### src/common/frontend_pkg.sv
// Front end shared definitions: widths, opcodes, bus commands, credit depth
`default_nettype none

package frontend_pkg;

  ////////////////////////////////////////////////////////////////////////////
  // Datapath widths
  ////////////////////////////////////////////////////////////////////////////

  localparam int ADDR_WIDTH     = 64;  // Byte address
  localparam int INST_WIDTH     = 32;
  localparam int LINE_WIDTH     = 64;  // Cache line and memory data
  localparam int REG_IDX_WIDTH  = 5;
  localparam int ALU_FUNC_WIDTH = 5;

  // Direct-mapped cache geometry, index is addr[9:3], tag is addr[31:10]
  localparam int INDEX_WIDTH = 7;
  localparam int TAG_WIDTH   = 22;

  // Memory transaction tag, zero means not accepted
  localparam int MEM_TAG_WIDTH = 4;

  ////////////////////////////////////////////////////////////////////////////
  // Architectural constants
  ////////////////////////////////////////////////////////////////////////////

  localparam logic [REG_IDX_WIDTH-1:0] ZERO_REG = 5'd31;

  // Alpha noop, loaded into IF/ID by reset
  localparam logic [INST_WIDTH-1:0] NOOP_INST = 32'h47ff_041f;

  // Memory bus commands
  typedef enum logic [1:0] {
    BUS_NONE = 2'h0,
    BUS_LOAD = 2'h1
  } bus_cmd_t;

  ////////////////////////////////////////////////////////////////////////////
  // Opcodes, bits 31:26 of the instruction
  ////////////////////////////////////////////////////////////////////////////

  localparam logic [5:0] OP_PAL         = 6'h00;  // Halt when rest is zero
  localparam logic [5:0] OP_INTOP       = 6'h10;
  localparam logic [5:0] OP_LDQ         = 6'h29;
  localparam logic [5:0] OP_STQ         = 6'h2D;
  localparam logic [5:0] OP_BR          = 6'h30;
  localparam logic [5:0] OP_BCOND_FIRST = 6'h38;  // Range runs to 6'h3F

  // Dispatch credits held after reset
  localparam int DEFAULT_CREDITS = 4;

endpackage

`default_nettype wire

### src/logic/fetch_stage.sv
// Fetch stage: sequential program counter, word select and IF/ID register
`timescale 1ns/1ps
`default_nettype none

module fetch_stage (
  input  logic                                 clock,
  input  logic                                 reset,
  input  logic [frontend_pkg::LINE_WIDTH-1:0]  line_data,
  input  logic                                 line_valid,
  input  logic                                 if_id_enable,
  output logic [frontend_pkg::ADDR_WIDTH-1:0]  fetch_addr,
  output logic                                 if_id_valid,
  output logic [frontend_pkg::ADDR_WIDTH-1:0]  if_id_npc,
  output logic [frontend_pkg::INST_WIDTH-1:0]  if_id_ir
);

  localparam logic [frontend_pkg::ADDR_WIDTH-1:0] INST_BYTES = 4;

  logic [frontend_pkg::ADDR_WIDTH-1:0] pc;
  logic [frontend_pkg::ADDR_WIDTH-1:0] next_pc;
  logic [frontend_pkg::INST_WIDTH-1:0] fetch_word;
  logic                                advance;

  assign fetch_addr = pc;
  assign next_pc    = pc + INST_BYTES;
  assign advance    = line_valid && if_id_enable;  // Word taken this cycle

  // Two instructions per line, PC bit 2 picks the half
  assign fetch_word = pc[2] ? line_data[2*frontend_pkg::INST_WIDTH-1:frontend_pkg::INST_WIDTH]
                            : line_data[frontend_pkg::INST_WIDTH-1:0];

  ////////////////////////////////////////////////////////////////////////////
  // Program counter, straight line from zero
  ////////////////////////////////////////////////////////////////////////////

  always_ff @(posedge clock)
  begin
    if (reset)
      pc <= '0;
    else if (advance)
      pc <= next_pc;                  // Stops on a miss or a stall
  end

  ////////////////////////////////////////////////////////////////////////////
  // IF/ID register
  ////////////////////////////////////////////////////////////////////////////

  always_ff @(posedge clock)
  begin
    if (reset)
    begin
      if_id_valid <= 1'b0;
      if_id_npc   <= '0;
      if_id_ir    <= frontend_pkg::NOOP_INST;
    end
    else if (advance)
    begin
      if_id_valid <= 1'b1;
      if_id_npc   <= next_pc;
      if_id_ir    <= fetch_word;
    end
    else if (if_id_enable)
    begin
      // Line missing, insert a bubble
      if_id_valid <= 1'b0;
      if_id_ir    <= frontend_pkg::NOOP_INST;
    end
  end

endmodule

`default_nettype wire

### config.mk
export PLATFORM = sky130hd
export DESIGN_NAME = fetch_stage
export DESIGN_NICKNAME = d
export VERILOG_FILES = /design/src/common/frontend_pkg.sv /design/src/logic/fetch_stage.sv
export SDC_FILE = /design/constraint.sdc
export NUM_CORES = 1
export LEC_CHECK = 0
export BUFFER_PORTS_ARGS = -buffer_cell sky130_fd_sc_hd__buf_2
export CAP_MARGIN = 10
export CORE_ASPECT_RATIO = 1.25
export CORE_MARGIN = 2
export CORE_UTILIZATION = 45
export CTS_CLUSTER_DIAMETER = 200
export DETAILED_ROUTE_END_ITERATION = 6
export PLACE_DENSITY = 0.81
export SYNTH_ARGS = -nofsm -noshare
export SYNTH_HDL_FRONTEND = slang
export SYNTH_SLANG_ARGS = --single-unit
### constraint.sdc
create_clock -name clock -period 2.5 [get_ports clock]
set_input_delay 0.25 -clock clock [delete_from_list [all_inputs] [get_ports clock]]
set_output_delay 0.25 -clock clock [all_outputs]
set_load 0.05 [all_outputs]
==> results by group, run 1 <==
Status
  • Status: complete, no violations

Clocking
  • Buffer count from post-CTS setup fixing: 0
  • Hold-fix buffers, CTS: 0
  • Cts repair resizes: 0
  • Num CTS Buffers: 9
  • Clock slew at reported path FFs: 0.07 ns
  • CTS tree: yes
  • Clock insertion delay at the later pin of the skew report: 0.34 ns
  • H-tree levels: 3
  • Clock Sinks: 95
  • Root Buffer: clkbuf_16
  • Max Root-Sink Buffers: 2

Finish
  • Nets@finish: 817
  • Most frequent cells in the layout: 224 x buf_2, 92 x dfxtp_1, 74 x nor2_1
  • Ant diodes: 0
  • Register Area: 1910 µm²
  • Post-layout util: 57.2%
  • Area grow syn2layout: 23.1%
  • Share of cells above drive strength 1: 36.0%
  • Non-filler cells, final: 885
  • Multi-input gate area: 2370 µm²
  • Commonest non-fill, non-tap cell in the layout: buf_2
  • FILL cells: 996

STA
  • Post-layout min period: 2.23 ns
  • Slew @ Worst Pin: 0.545 ns
  • Fin. Hold Viols: 0
  • Period Utilization, post-route: 89.1%
  • Worst-case clock skew: 0.00765 ns
  • Max-slew headroom: 63.7%
  • WHS: 0.263 ns
  • RSZ-0062 raised after global routing: no
  • Fmax: 449 MHz
  • Setup TNS: 0 ns
  • Setup violations, final: 0
  • Final max-slew violation count: 0

Global routing
  • Vias in the first global route: 4153
  • Largest net degree at the start of global routing: 96
  • Initial antenna violation count: 0
  • First-pass GRT wire length: 19200 µm
  • GR Overflow Total: 0
  • Total GRT Usage: 19.6%

Power and ir drop
  • Leakage: 2.69 nW
  • Flop pwr share: 45.9%
  • Sw Share: 25.5%
  • Net Sw Power: 0.000868 W
  • PwrDens: 561 nW/µm²
  • Total power: 0.00340 W
  • VDD IR max: 0.000344 V
  • P_int: 0.00254 W
  • Clock power frac: 42.4%
  • Comb power frac: 11.6%

Logic synthesis
  • Seq cells post-synth: 95
  • Syn avg cell area: 8.36 µm²
  • Post-Syn Area: 4930 µm²
  • Distinct cells, synth: 36
  • Ys async rst share: 0%
  • Number of flops mapped to enable cells by yosys: 0
  • Cells after Synth: 590
  • Sequential-to-total area share from yosys stat: 38.6%
  • Syn. warnings: 0
  • Most used flip-flop cell after synthesis: dfxtp_1

Critical path
  • Crit Path Max Fanout: 7
  • CP arrival: 2.50 ns
  • Worst setup EP type: flip-flop
  • Critical path type: flip-flop to flip-flop
  • R2R cell count: 6
  • Crit path required time: 2.77 ns
  • Crit path launch type: flip-flop

Drt
  • Routed wire length: 12100 µm
  • DRC errors left: 0
  • Total vias in the final route: 4680
  • Pre-antenna DRT Iters: 4
  • Antenna-violating nets left: 0
  • Drt wl/cell: 13.7 µm
  • DRT iter0 DRCs: 179
  • Via/cell ratio: 5.29

Placement
  • PortBufs: 224
  • HPWL after DPL: 8950 µm
  • Placed insts: 869
  • Placer congestion estimate: 0.836

Worst hold path
  • Hold/Removal Path Class: input pin to flip-flop
  • Hold path cells: 5

Die
  • Die Area: 11800 µm²
  • Core Box Area: 10600 µm²
  • Die Wd: 97.6 µm
  • # IOs: 229
  • Rows: 42
  • Starting density of the core: 46.4%
  • Die H: 121 µm

Flow run
  • Max cap viols: 0
[cell families after synthesis]
group           count (synthesis)  synth area share [%]
compound gates                104                  12.4
xor+xnor                       35                  6.22
fa+ha+maj                       1                 0.254
buf+inv                       110                  13.5
flops                          95                  38.6
mux                            32                  6.50
other cells                     1                0.0761
simple gates                  212                  22.5
[worst paths after layout]
kind                                     from       endpoint  slack [ns]
worst max-delay path            if_id_npc[35]  if_id_npc[61]        0.27
worst max register to register  if_id_npc[35]  if_id_npc[61]        0.27
worst min-delay path             line_data[6]    if_id_ir[6]        0.26
worst min register to register   if_id_ir[26]   if_id_ir[26]        0.46
[sequential cells by signal, indices dropped and copies added, names as in the netlist]
| name | flops |
|---|---|
| if_id_ir | 32 |
| if_id_valid | 1 |
| if_id_npc | 62 |
[power by group through the flow]
stage          logic, W  registers, W  clock network, W
2_1_floorplan  0.000177       0.00171                 0
3_3_place_gp   0.000394       0.00160                 0
3_5_place_dp   0.000399       0.00160                 0
4_1_cts        0.000400       0.00156           0.00147
5_1_grt        0.000427       0.00157           0.00153
6_report       0.000396       0.00156           0.00144
[metrics by stage]
step	setup WS (ns)	area (µm²)
after CTS	0.258	6070
after detailed placement	0.275	5750
final	0.273	6070
after global placement	0.283	5750
after global routing	0.146	6070
after floorplan	0.0163	4940
[Yosys cell counts, types with 7 or more instances]
library cell | number | area share, %
dfxtp_1 | 95 | 39
nor2_1 | 74 | 5.6
nand3_1 | 17 | 1.7
nand4_1 | 27 | 3.4
buf_4 | 67 | 10
nor4_1 | 8 | 1.0
nand2_1 | 21 | 1.6
xnor2_1 | 28 | 5.0
o21ai_0 | 18 | 1.8
or3_1 | 18 | 2.3
nor3_1 | 16 | 1.6
inv_1 | 13 | 0.99
a21oi_1 | 60 | 6.1
mux2i_1 | 32 | 6.5
a211o_1 | 18 | 3.2
or4_1 | 9 | 1.4
clkbuf_1 | 23 | 1.8
xor2_1 | 7 | 1.2
[routing by layer]
metal  track usage (%)  share of wire, %  vias up
met4              8.59               1.8        0
met5                 0                 0        -
met3              3.74               6.6       15
li1                  -                 -     2335
met1              23.2                41     2155
met2              34.4                50      175
[worst max-delay path: stages (launching register included)]
cell,delay (ns)
dfxtp_1,0.47
nand4_1,0.22
nor4_1,0.36
buf_4,0.18
nand4_1,0.15
or4b_2,0.63
a21oi_1,0.15
[area by class of cell]
class / instances / area share [%]
Clock buffer: 12 / 4.39
Timing Repair Buffer: 240 / 20.7
Inverter: 14 / 0.866
Multi-Input combinational cell: 388 / 39.1
Clock inverter: 4 / 0.866
Tap cell: 132 / 2.72
Sequential cell: 95 / 31.4
No activity file was read; power rests on OpenSTA's default activity.
==> run 2, diff against run 1 <==
- clock period: 2.5 -> 2.3 ns (I/O delays scaled with it)
==> run 2 against run 1 <==
Hold slack worse by 0.015 ns. Core utilization up 0.46 points. Global-route usage up 1.5 points. Cell count up 0.34%. Clock skew up 0.00059 ns. Critical path depth down 1. Register-to-register slack worse by 0.13 ns. Critical endpoint is now if_id_npc[51].
==> results by group, run 2 (synthesized netlist as in run 1, its figures left out) <==
Critical path
  • Critical path type: flip-flop to flip-flop (unchanged)
  • R2R Path Start: if_id_npc[28] (was if_id_npc[35])
  • CP arrival: 2.43 ns (was 2.50 ns)
  • Critical R2R Capture: if_id_npc[51] (was if_id_npc[61])
  • R2R cell count: 5 (was 6)
  • Worst setup EP type: flip-flop (unchanged)
  • Crit path required time: 2.57 ns (was 2.77 ns)
  • Crit Path Max Fanout: 5 (was 7)
  • Crit path launch type: flip-flop (unchanged)
  • Minimum setup slack among reg-to-reg paths: 0.14 ns (was 0.27 ns)

STA
  • RSZ-0062 raised after global routing: no (unchanged)
  • Fmax: 464 MHz (was 449 MHz)
  • Max-slew headroom: 62.4% (was 63.7%)
  • Setup violations, final: 0 (unchanged)
  • Period Utilization, post-route: 93.7% (was 89.1%)
  • Slew @ Worst Pin: 0.564 ns (was 0.545 ns)
  • Worst-case clock skew: 0.00825 ns (was 0.00765 ns)
  • WHS: 0.248 ns (was 0.263 ns)
  • Final max-slew violation count: 0 (unchanged)
  • Fin. Hold Viols: 0 (unchanged)
  • Post-layout min period: 2.16 ns (was 2.23 ns)

Die
  • Rows: 42 (unchanged)
  • Starting density of the core: 46.4% (unchanged)
  • Die Area: 11800 µm² (unchanged)
  • Core Box Area: 10600 µm² (unchanged)
  • # IOs: 229 (unchanged)
  • Die H: 121 µm (unchanged)
  • Die Wd: 97.6 µm (unchanged)

Global routing
  • Total GRT Usage: 21.1% (was 19.6%)
  • First-pass GRT wire length: 20400 µm (was 19200 µm)
  • Initial antenna violation count: 0 (unchanged)
  • GR Overflow Total: 0 (unchanged)
  • Vias in the first global route: 4225 (was 4153)
  • Largest net degree at the start of global routing: 58 (was 96)

Clocking
  • Clock insertion delay at the later pin of the skew report: 0.34 ns (about the same)
  • Clock slew at reported path FFs: 0.06 ns (was 0.07 ns)
  • Clock Sinks: 95 (unchanged)
  • H-tree levels: 3 (unchanged)
  • Buffer count from post-CTS setup fixing: 0 (unchanged)
  • Max Root-Sink Buffers: 2 (unchanged)
  • CTS tree: yes (unchanged)
  • Root Buffer: clkbuf_16 (unchanged)
  • Num CTS Buffers: 9 (unchanged)

Power and ir drop
  • Total power: 0.00361 W (was 0.00340 W)
  • Leakage: 2.70 nW (was 2.69 nW)
  • PwrDens: 590 nW/µm² (was 561 nW/µm²)
  • VDD IR max: 0.000379 V (was 0.000344 V)

Placement
  • PortBufs: 224 (unchanged)
  • Placer congestion estimate: 0.806 (was 0.836)
  • Placed insts: 873 (was 869)
  • Placed Area: 5820 µm² (was 5750 µm²)
  • HPWL after DPL: 9550 µm (was 8950 µm)

Worst hold path
  • Hold EP: if_id_ir[15] (was if_id_ir[6])
  • Hold_sp: line_data[15] (was line_data[6])
  • Hold/Removal Path Class: input pin to flip-flop (unchanged)
  • Hold path cells: 5 (unchanged)

Finish
  • FILL cells: 1022 (was 996)
  • Ant diodes: 0 (unchanged)
  • Most frequent cells in the layout: 224 x buf_2, 74 x nor2_1, 63 x dfxtp_1 (was 224 x buf_2, 92 x dfxtp_1, 74 x nor2_1)
  • Max reg flops: 62 (unchanged)
  • Top flop regs: if_id_npc (62), if_id_ir (32), if_id_valid (1) (unchanged)
  • Area grow syn2layout: 24.1% (was 23.1%)
  • Largest reg by FF count: if_id_npc (unchanged)
  • Final Cell Area: 6120 µm² (was 6070 µm²)
  • Commonest non-fill, non-tap cell in the layout: buf_2 (unchanged)
  • Non-filler cells, final: 888 (was 885)
  • Share of cells above drive strength 1: 39.9% (was 36.0%)
  • Nets@finish: 821 (was 817)

Drt
  • Via/cell ratio: 5.27 (was 5.29)
  • Routed wire length: 12700 µm (was 12100 µm)
  • DRT iter0 DRCs: 181 (was 179)
  • Total vias in the final route: 4678 (was 4680)
  • Drt wl/cell: 14.3 µm (was 13.7 µm)
  • DRC errors left: 0 (unchanged)
  • Pre-antenna DRT Iters: 4 (unchanged)
  • Antenna-violating nets left: 0 (unchanged)

Flow run
  • Max cap viols: 0 (unchanged)

Status
  • Status: complete, no violations (unchanged)
## run 2: layout make-up
class / count / area [µm²] / share of cell area (%)
multi-input combinational: 388 / 2380 / 38.9
sequential: 95 / 1950 / 31.8
timing repair buffer: 244 / 1280 / 21.0
clock buffer: 12 / 246 / 4.03
tap: 132 / 165 / 2.70
inverter: 14 / 52.6 / 0.859
clock inverter: 3 / 43.8 / 0.716
## run 2: where the power goes
group / internal [W] / total (W) / switching [W]
Sequential: 0.00168 / 0.00170 / 0.0000193
Clock: 0.000868 / 0.00148 / 0.000616
Combinational: 0.000143 / 0.000432 / 0.000289
## run 2: what timing repair did
action / 4_1_cts / 5_1_grt
hold buffers: 0 / 0
endpoints found under the setup margin: 0 / 5
resized for setup: 0 / 3
## run 2: metal layers
metal	part of all wire [%]	GRT usage [%]	routed length [µm]	vias up
met5	0	0	0	-
met4	0.90	6.60	115	0
met3	8.0	5.82	1020	9
met2	51	36.7	6490	181
met1	40	25.3	5110	2159
li1	-	-	-	2329
## run 2: how the worst max path moves through the flow
| stage | end | cells past startpoint | slack [ns] | from |
|---|---|---|---|---|
| 6_report | if_id_npc[51] | 5 | 0.14 | if_id_npc[28] |
| 4_1_cts | if_id_npc[51] | 5 | 0.12 | if_id_npc[26] |
| 3_3_place_gp | if_id_npc[51] | 5 | 0.20 | if_id_npc[27] |
| 3_5_place_dp | if_id_npc[51] | 5 | 0.14 | if_id_npc[26] |
| 5_1_grt | if_id_npc[51] | 5 | 0.0004 | if_id_npc[27] |
| 2_1_floorplan | if_id_npc[61] | 5 | -0.01 | if_id_npc[40] |
## run 2: through the flow
step                      worst slack, ns  setup TNS (ns)  utilization (%)
after floorplan                   -0.0141         -0.0141                -
after global routing             0.000356               0             57.6
after CTS                           0.120               0             57.5
final                               0.144               0             57.6
after detailed placement            0.136               0             54.8
after global placement              0.201               0             54.8
## run 2: worst max-delay path: stages, from the launching register on
cell	delay [ns]
dfxtp_2	0.38
nand4_2	0.16
or3_1	0.37
or4_1	0.53
or4_1	0.51
a21oi_1	0.14
==> run 3, diff against run 2 <==
- clock period: 2.3 -> 2.4 ns (I/O delays scaled with it)
==> run 3 against run 2 <==
Flip-flop and latch count is the same. Clock skew shrank 0.0013 ns. Critical path type unchanged. Register-to-register slack better by 0.097 ns.
==> results by group, run 3 (synthesized netlist as in run 1, its figures left out) <==
Status
  • Status: complete, no violations (unchanged)

Critical path
  • Crit Path Max Fanout: 5 (unchanged)
  • Slowest Stage Delay on Critical Path: 0.51 ns (was 0.53 ns)
  • Buffers and inverters on the worst path: 0 (unchanged)
  • Crit path top cell by count: or4_1 (unchanged)
  • CP arrival: 2.42 ns (was 2.43 ns)
  • Crit-path slowest cell: or4_1 (unchanged)
  • Worst path cell trace: nand4_2 > or3_1 > or4_1 > or4_1 > a21oi_1 (unchanged)
  • Worst setup EP type: flip-flop (unchanged)
  • Crit path required time: 2.67 ns (was 2.57 ns)
  • Critical path type: flip-flop to flip-flop (unchanged)
  • Crit path launch type: flip-flop (unchanged)
  • Delay-heaviest family, CP: simple AND/OR/NAND/NOR gates (unchanged)

Die
  • Rows: 42 (unchanged)
  • Die Wd: 97.6 µm (unchanged)
  • Die H: 121 µm (unchanged)
  • Starting density of the core: 46.4% (unchanged)
  • Die Area: 11800 µm² (unchanged)
  • Core Box Area: 10600 µm² (unchanged)
  • # IOs: 229 (unchanged)

Global routing
  • GR Overflow Total: 0 (unchanged)
  • Initial antenna violation count: 0 (unchanged)
  • Total GRT Usage: 20.0% (was 21.1%)
  • Busiest grt layer: met2 (unchanged)
  • Met3 Usage GRT: 5.30% (was 5.82%)
  • Vias in the first global route: 4075 (was 4225)
  • Met1 Usage GRT: 23.8% (was 25.3%)
  • First-pass GRT wire length: 19400 µm (was 20400 µm)
  • Largest net degree at the start of global routing: 56 (was 58)
  • Met2 usage: 35.1% (was 36.7%)

Clocking
  • CTS tree: yes (unchanged)
  • Clock slew at reported path FFs: 0.07 ns (was 0.06 ns)
  • H-tree levels: 3 (unchanged)
  • Clock insertion delay at the later pin of the skew report: 0.33 ns (was 0.34 ns)
  • Buffer count from post-CTS setup fixing: 0 (unchanged)
  • Max Root-Sink Buffers: 2 (unchanged)
  • Root Buffer: clkbuf_16 (unchanged)
  • Hold-fix buffers, CTS: 0 (unchanged)
  • Num CTS Buffers: 9 (unchanged)
  • Cts repair resizes: 0 (unchanged)
  • Clock Sinks: 95 (unchanged)

Power and ir drop
  • Total power: 0.00345 W (was 0.00361 W)
  • Comb power frac: 11.9% (was 12.0%)
  • Net Sw Power: 0.000873 W (was 0.000924 W)
  • Flop pwr share: 47.2% (was 47.0%)
  • P_int: 0.00258 W (was 0.00269 W)
  • Clock power frac: 40.8% (was 41.1%)
  • VDD IR max: 0.000316 V (was 0.000379 V)
  • Leakage: 2.70 nW (about the same)
  • PwrDens: 566 nW/µm² (was 590 nW/µm²)
  • Sw Share: 25.3% (was 25.6%)

Finish
  • Multi-input gate area: 2370 µm² (was 2380 µm²)
  • Commonest non-fill, non-tap cell in the layout: buf_2 (unchanged)
  • Max reg flops: 62 (unchanged)
  • Area grow syn2layout: 23.6% (was 24.1%)
  • Most frequent cells in the layout: 224 x buf_2, 86 x dfxtp_1, 74 x nor2_1 (was 224 x buf_2, 74 x nor2_1, 63 x dfxtp_1)
  • Final Cell Area: 6090 µm² (was 6120 µm²)
  • Top flop regs: if_id_npc (62), if_id_ir (32), if_id_valid (1) (unchanged)
  • Nets@finish: 823 (was 821)
  • Largest reg by FF count: if_id_npc (unchanged)
  • FILL cells: 989 (was 1022)
  • Share of cells above drive strength 1: 36.9% (was 39.9%)
  • Ant diodes: 0 (unchanged)
  • Register Area: 1910 µm² (was 1950 µm²)

STA
  • Post-layout min period: 2.16 ns (about the same)
  • Max-slew headroom: 47.7% (was 62.4%)
  • Slew @ Worst Pin: 0.785 ns (was 0.564 ns)
  • WHS: 0.264 ns (was 0.248 ns)
  • Period Utilization, post-route: 89.9% (was 93.7%)
  • RSZ-0062 raised after global routing: no (unchanged)
  • Setup TNS: 0 ns (unchanged)
  • Fmax: 463 MHz (was 464 MHz)
  • Worst-case clock skew: 0.00693 ns (was 0.00825 ns)
  • Final max-slew violation count: 0 (unchanged)
  • Setup violations, final: 0 (unchanged)
  • Fin. Hold Viols: 0 (unchanged)

Flow run
  • Max cap viols: 0 (unchanged)

Drt
  • Via/cell ratio: 5.37 (was 5.27)
  • Drt wl/cell: 13.9 µm (was 14.3 µm)
  • Routed wire length: 12400 µm (was 12700 µm)
  • DRC errors left: 0 (unchanged)
  • Pre-antenna DRT Iters: 5 (was 4)
  • Total vias in the final route: 4783 (was 4678)
  • Antenna-violating nets left: 0 (unchanged)
  • DRT iter0 DRCs: 221 (was 181)

Placement
  • HPWL after DPL: 9130 µm (was 9550 µm)
  • Placed Area: 5800 µm² (was 5820 µm²)
  • PortBufs: 224 (unchanged)
  • Placer congestion estimate: 0.821 (was 0.806)

Worst hold path
  • Hold/Removal Path Class: input pin to flip-flop (unchanged)
[run 3: path summary, 6_finish.rpt]
check / slack, ns / cells after the start / to / startpoint
setup / recovery: 0.24 / 5 / if_id_npc[51] / if_id_npc[28]
hold / removal: 0.26 / 5 / if_id_ir[15] / line_data[15]
setup reg to reg: 0.24 / 5 / if_id_npc[51] / if_id_npc[28]
hold reg to reg: 0.46 / 1 / if_id_ir[16] / if_id_ir[16]
[run 3: final cells by class]
type	instances	share of cell area, %
clock inverter	3	0.719
tap	132	2.71
inverter	14	0.862
timing repair buffer	246	21.3
clock buffer	12	4.04
multi-input combinational	388	39.0
sequential	95	31.4
[run 3: per-stage QoR]
step	utilization, %	worst slack [ns]	instances
finish	57.4	0.241	890
global route	57.4	0.0748	890
CTS	57.4	0.228	890
detailed placement	54.7	0.247	875
global placement	54.7	0.297	875
floorplan	-	-0.0322	593
[run 3: worst min-delay path, cell delays in order]
cell and delay, ns:
buf_2 0.07, mux2i_1 0.05, nor2_1 0.08, a21oi_1 0.04, nor2_1 0.07
[run 3: power groups by stage]
stage / Sequential, W / Combinational (W) / Clock (W)
2_1_floorplan: 0.00178 / 0.000185 / 0
3_3_place_gp: 0.00166 / 0.000409 / 0
3_5_place_dp: 0.00166 / 0.000414 / 0
4_1_cts: 0.00163 / 0.000414 / 0.00144
5_1_grt: 0.00163 / 0.000441 / 0.00150
6_report: 0.00163 / 0.000412 / 0.00141
[run 3: routing by layer]
layer / part of all wire, % / wire length [µm]
met4: 1.5 / 185
met3: 8.2 / 1020
met2: 50 / 6140
met1: 41 / 5050
met5: 0 / 0
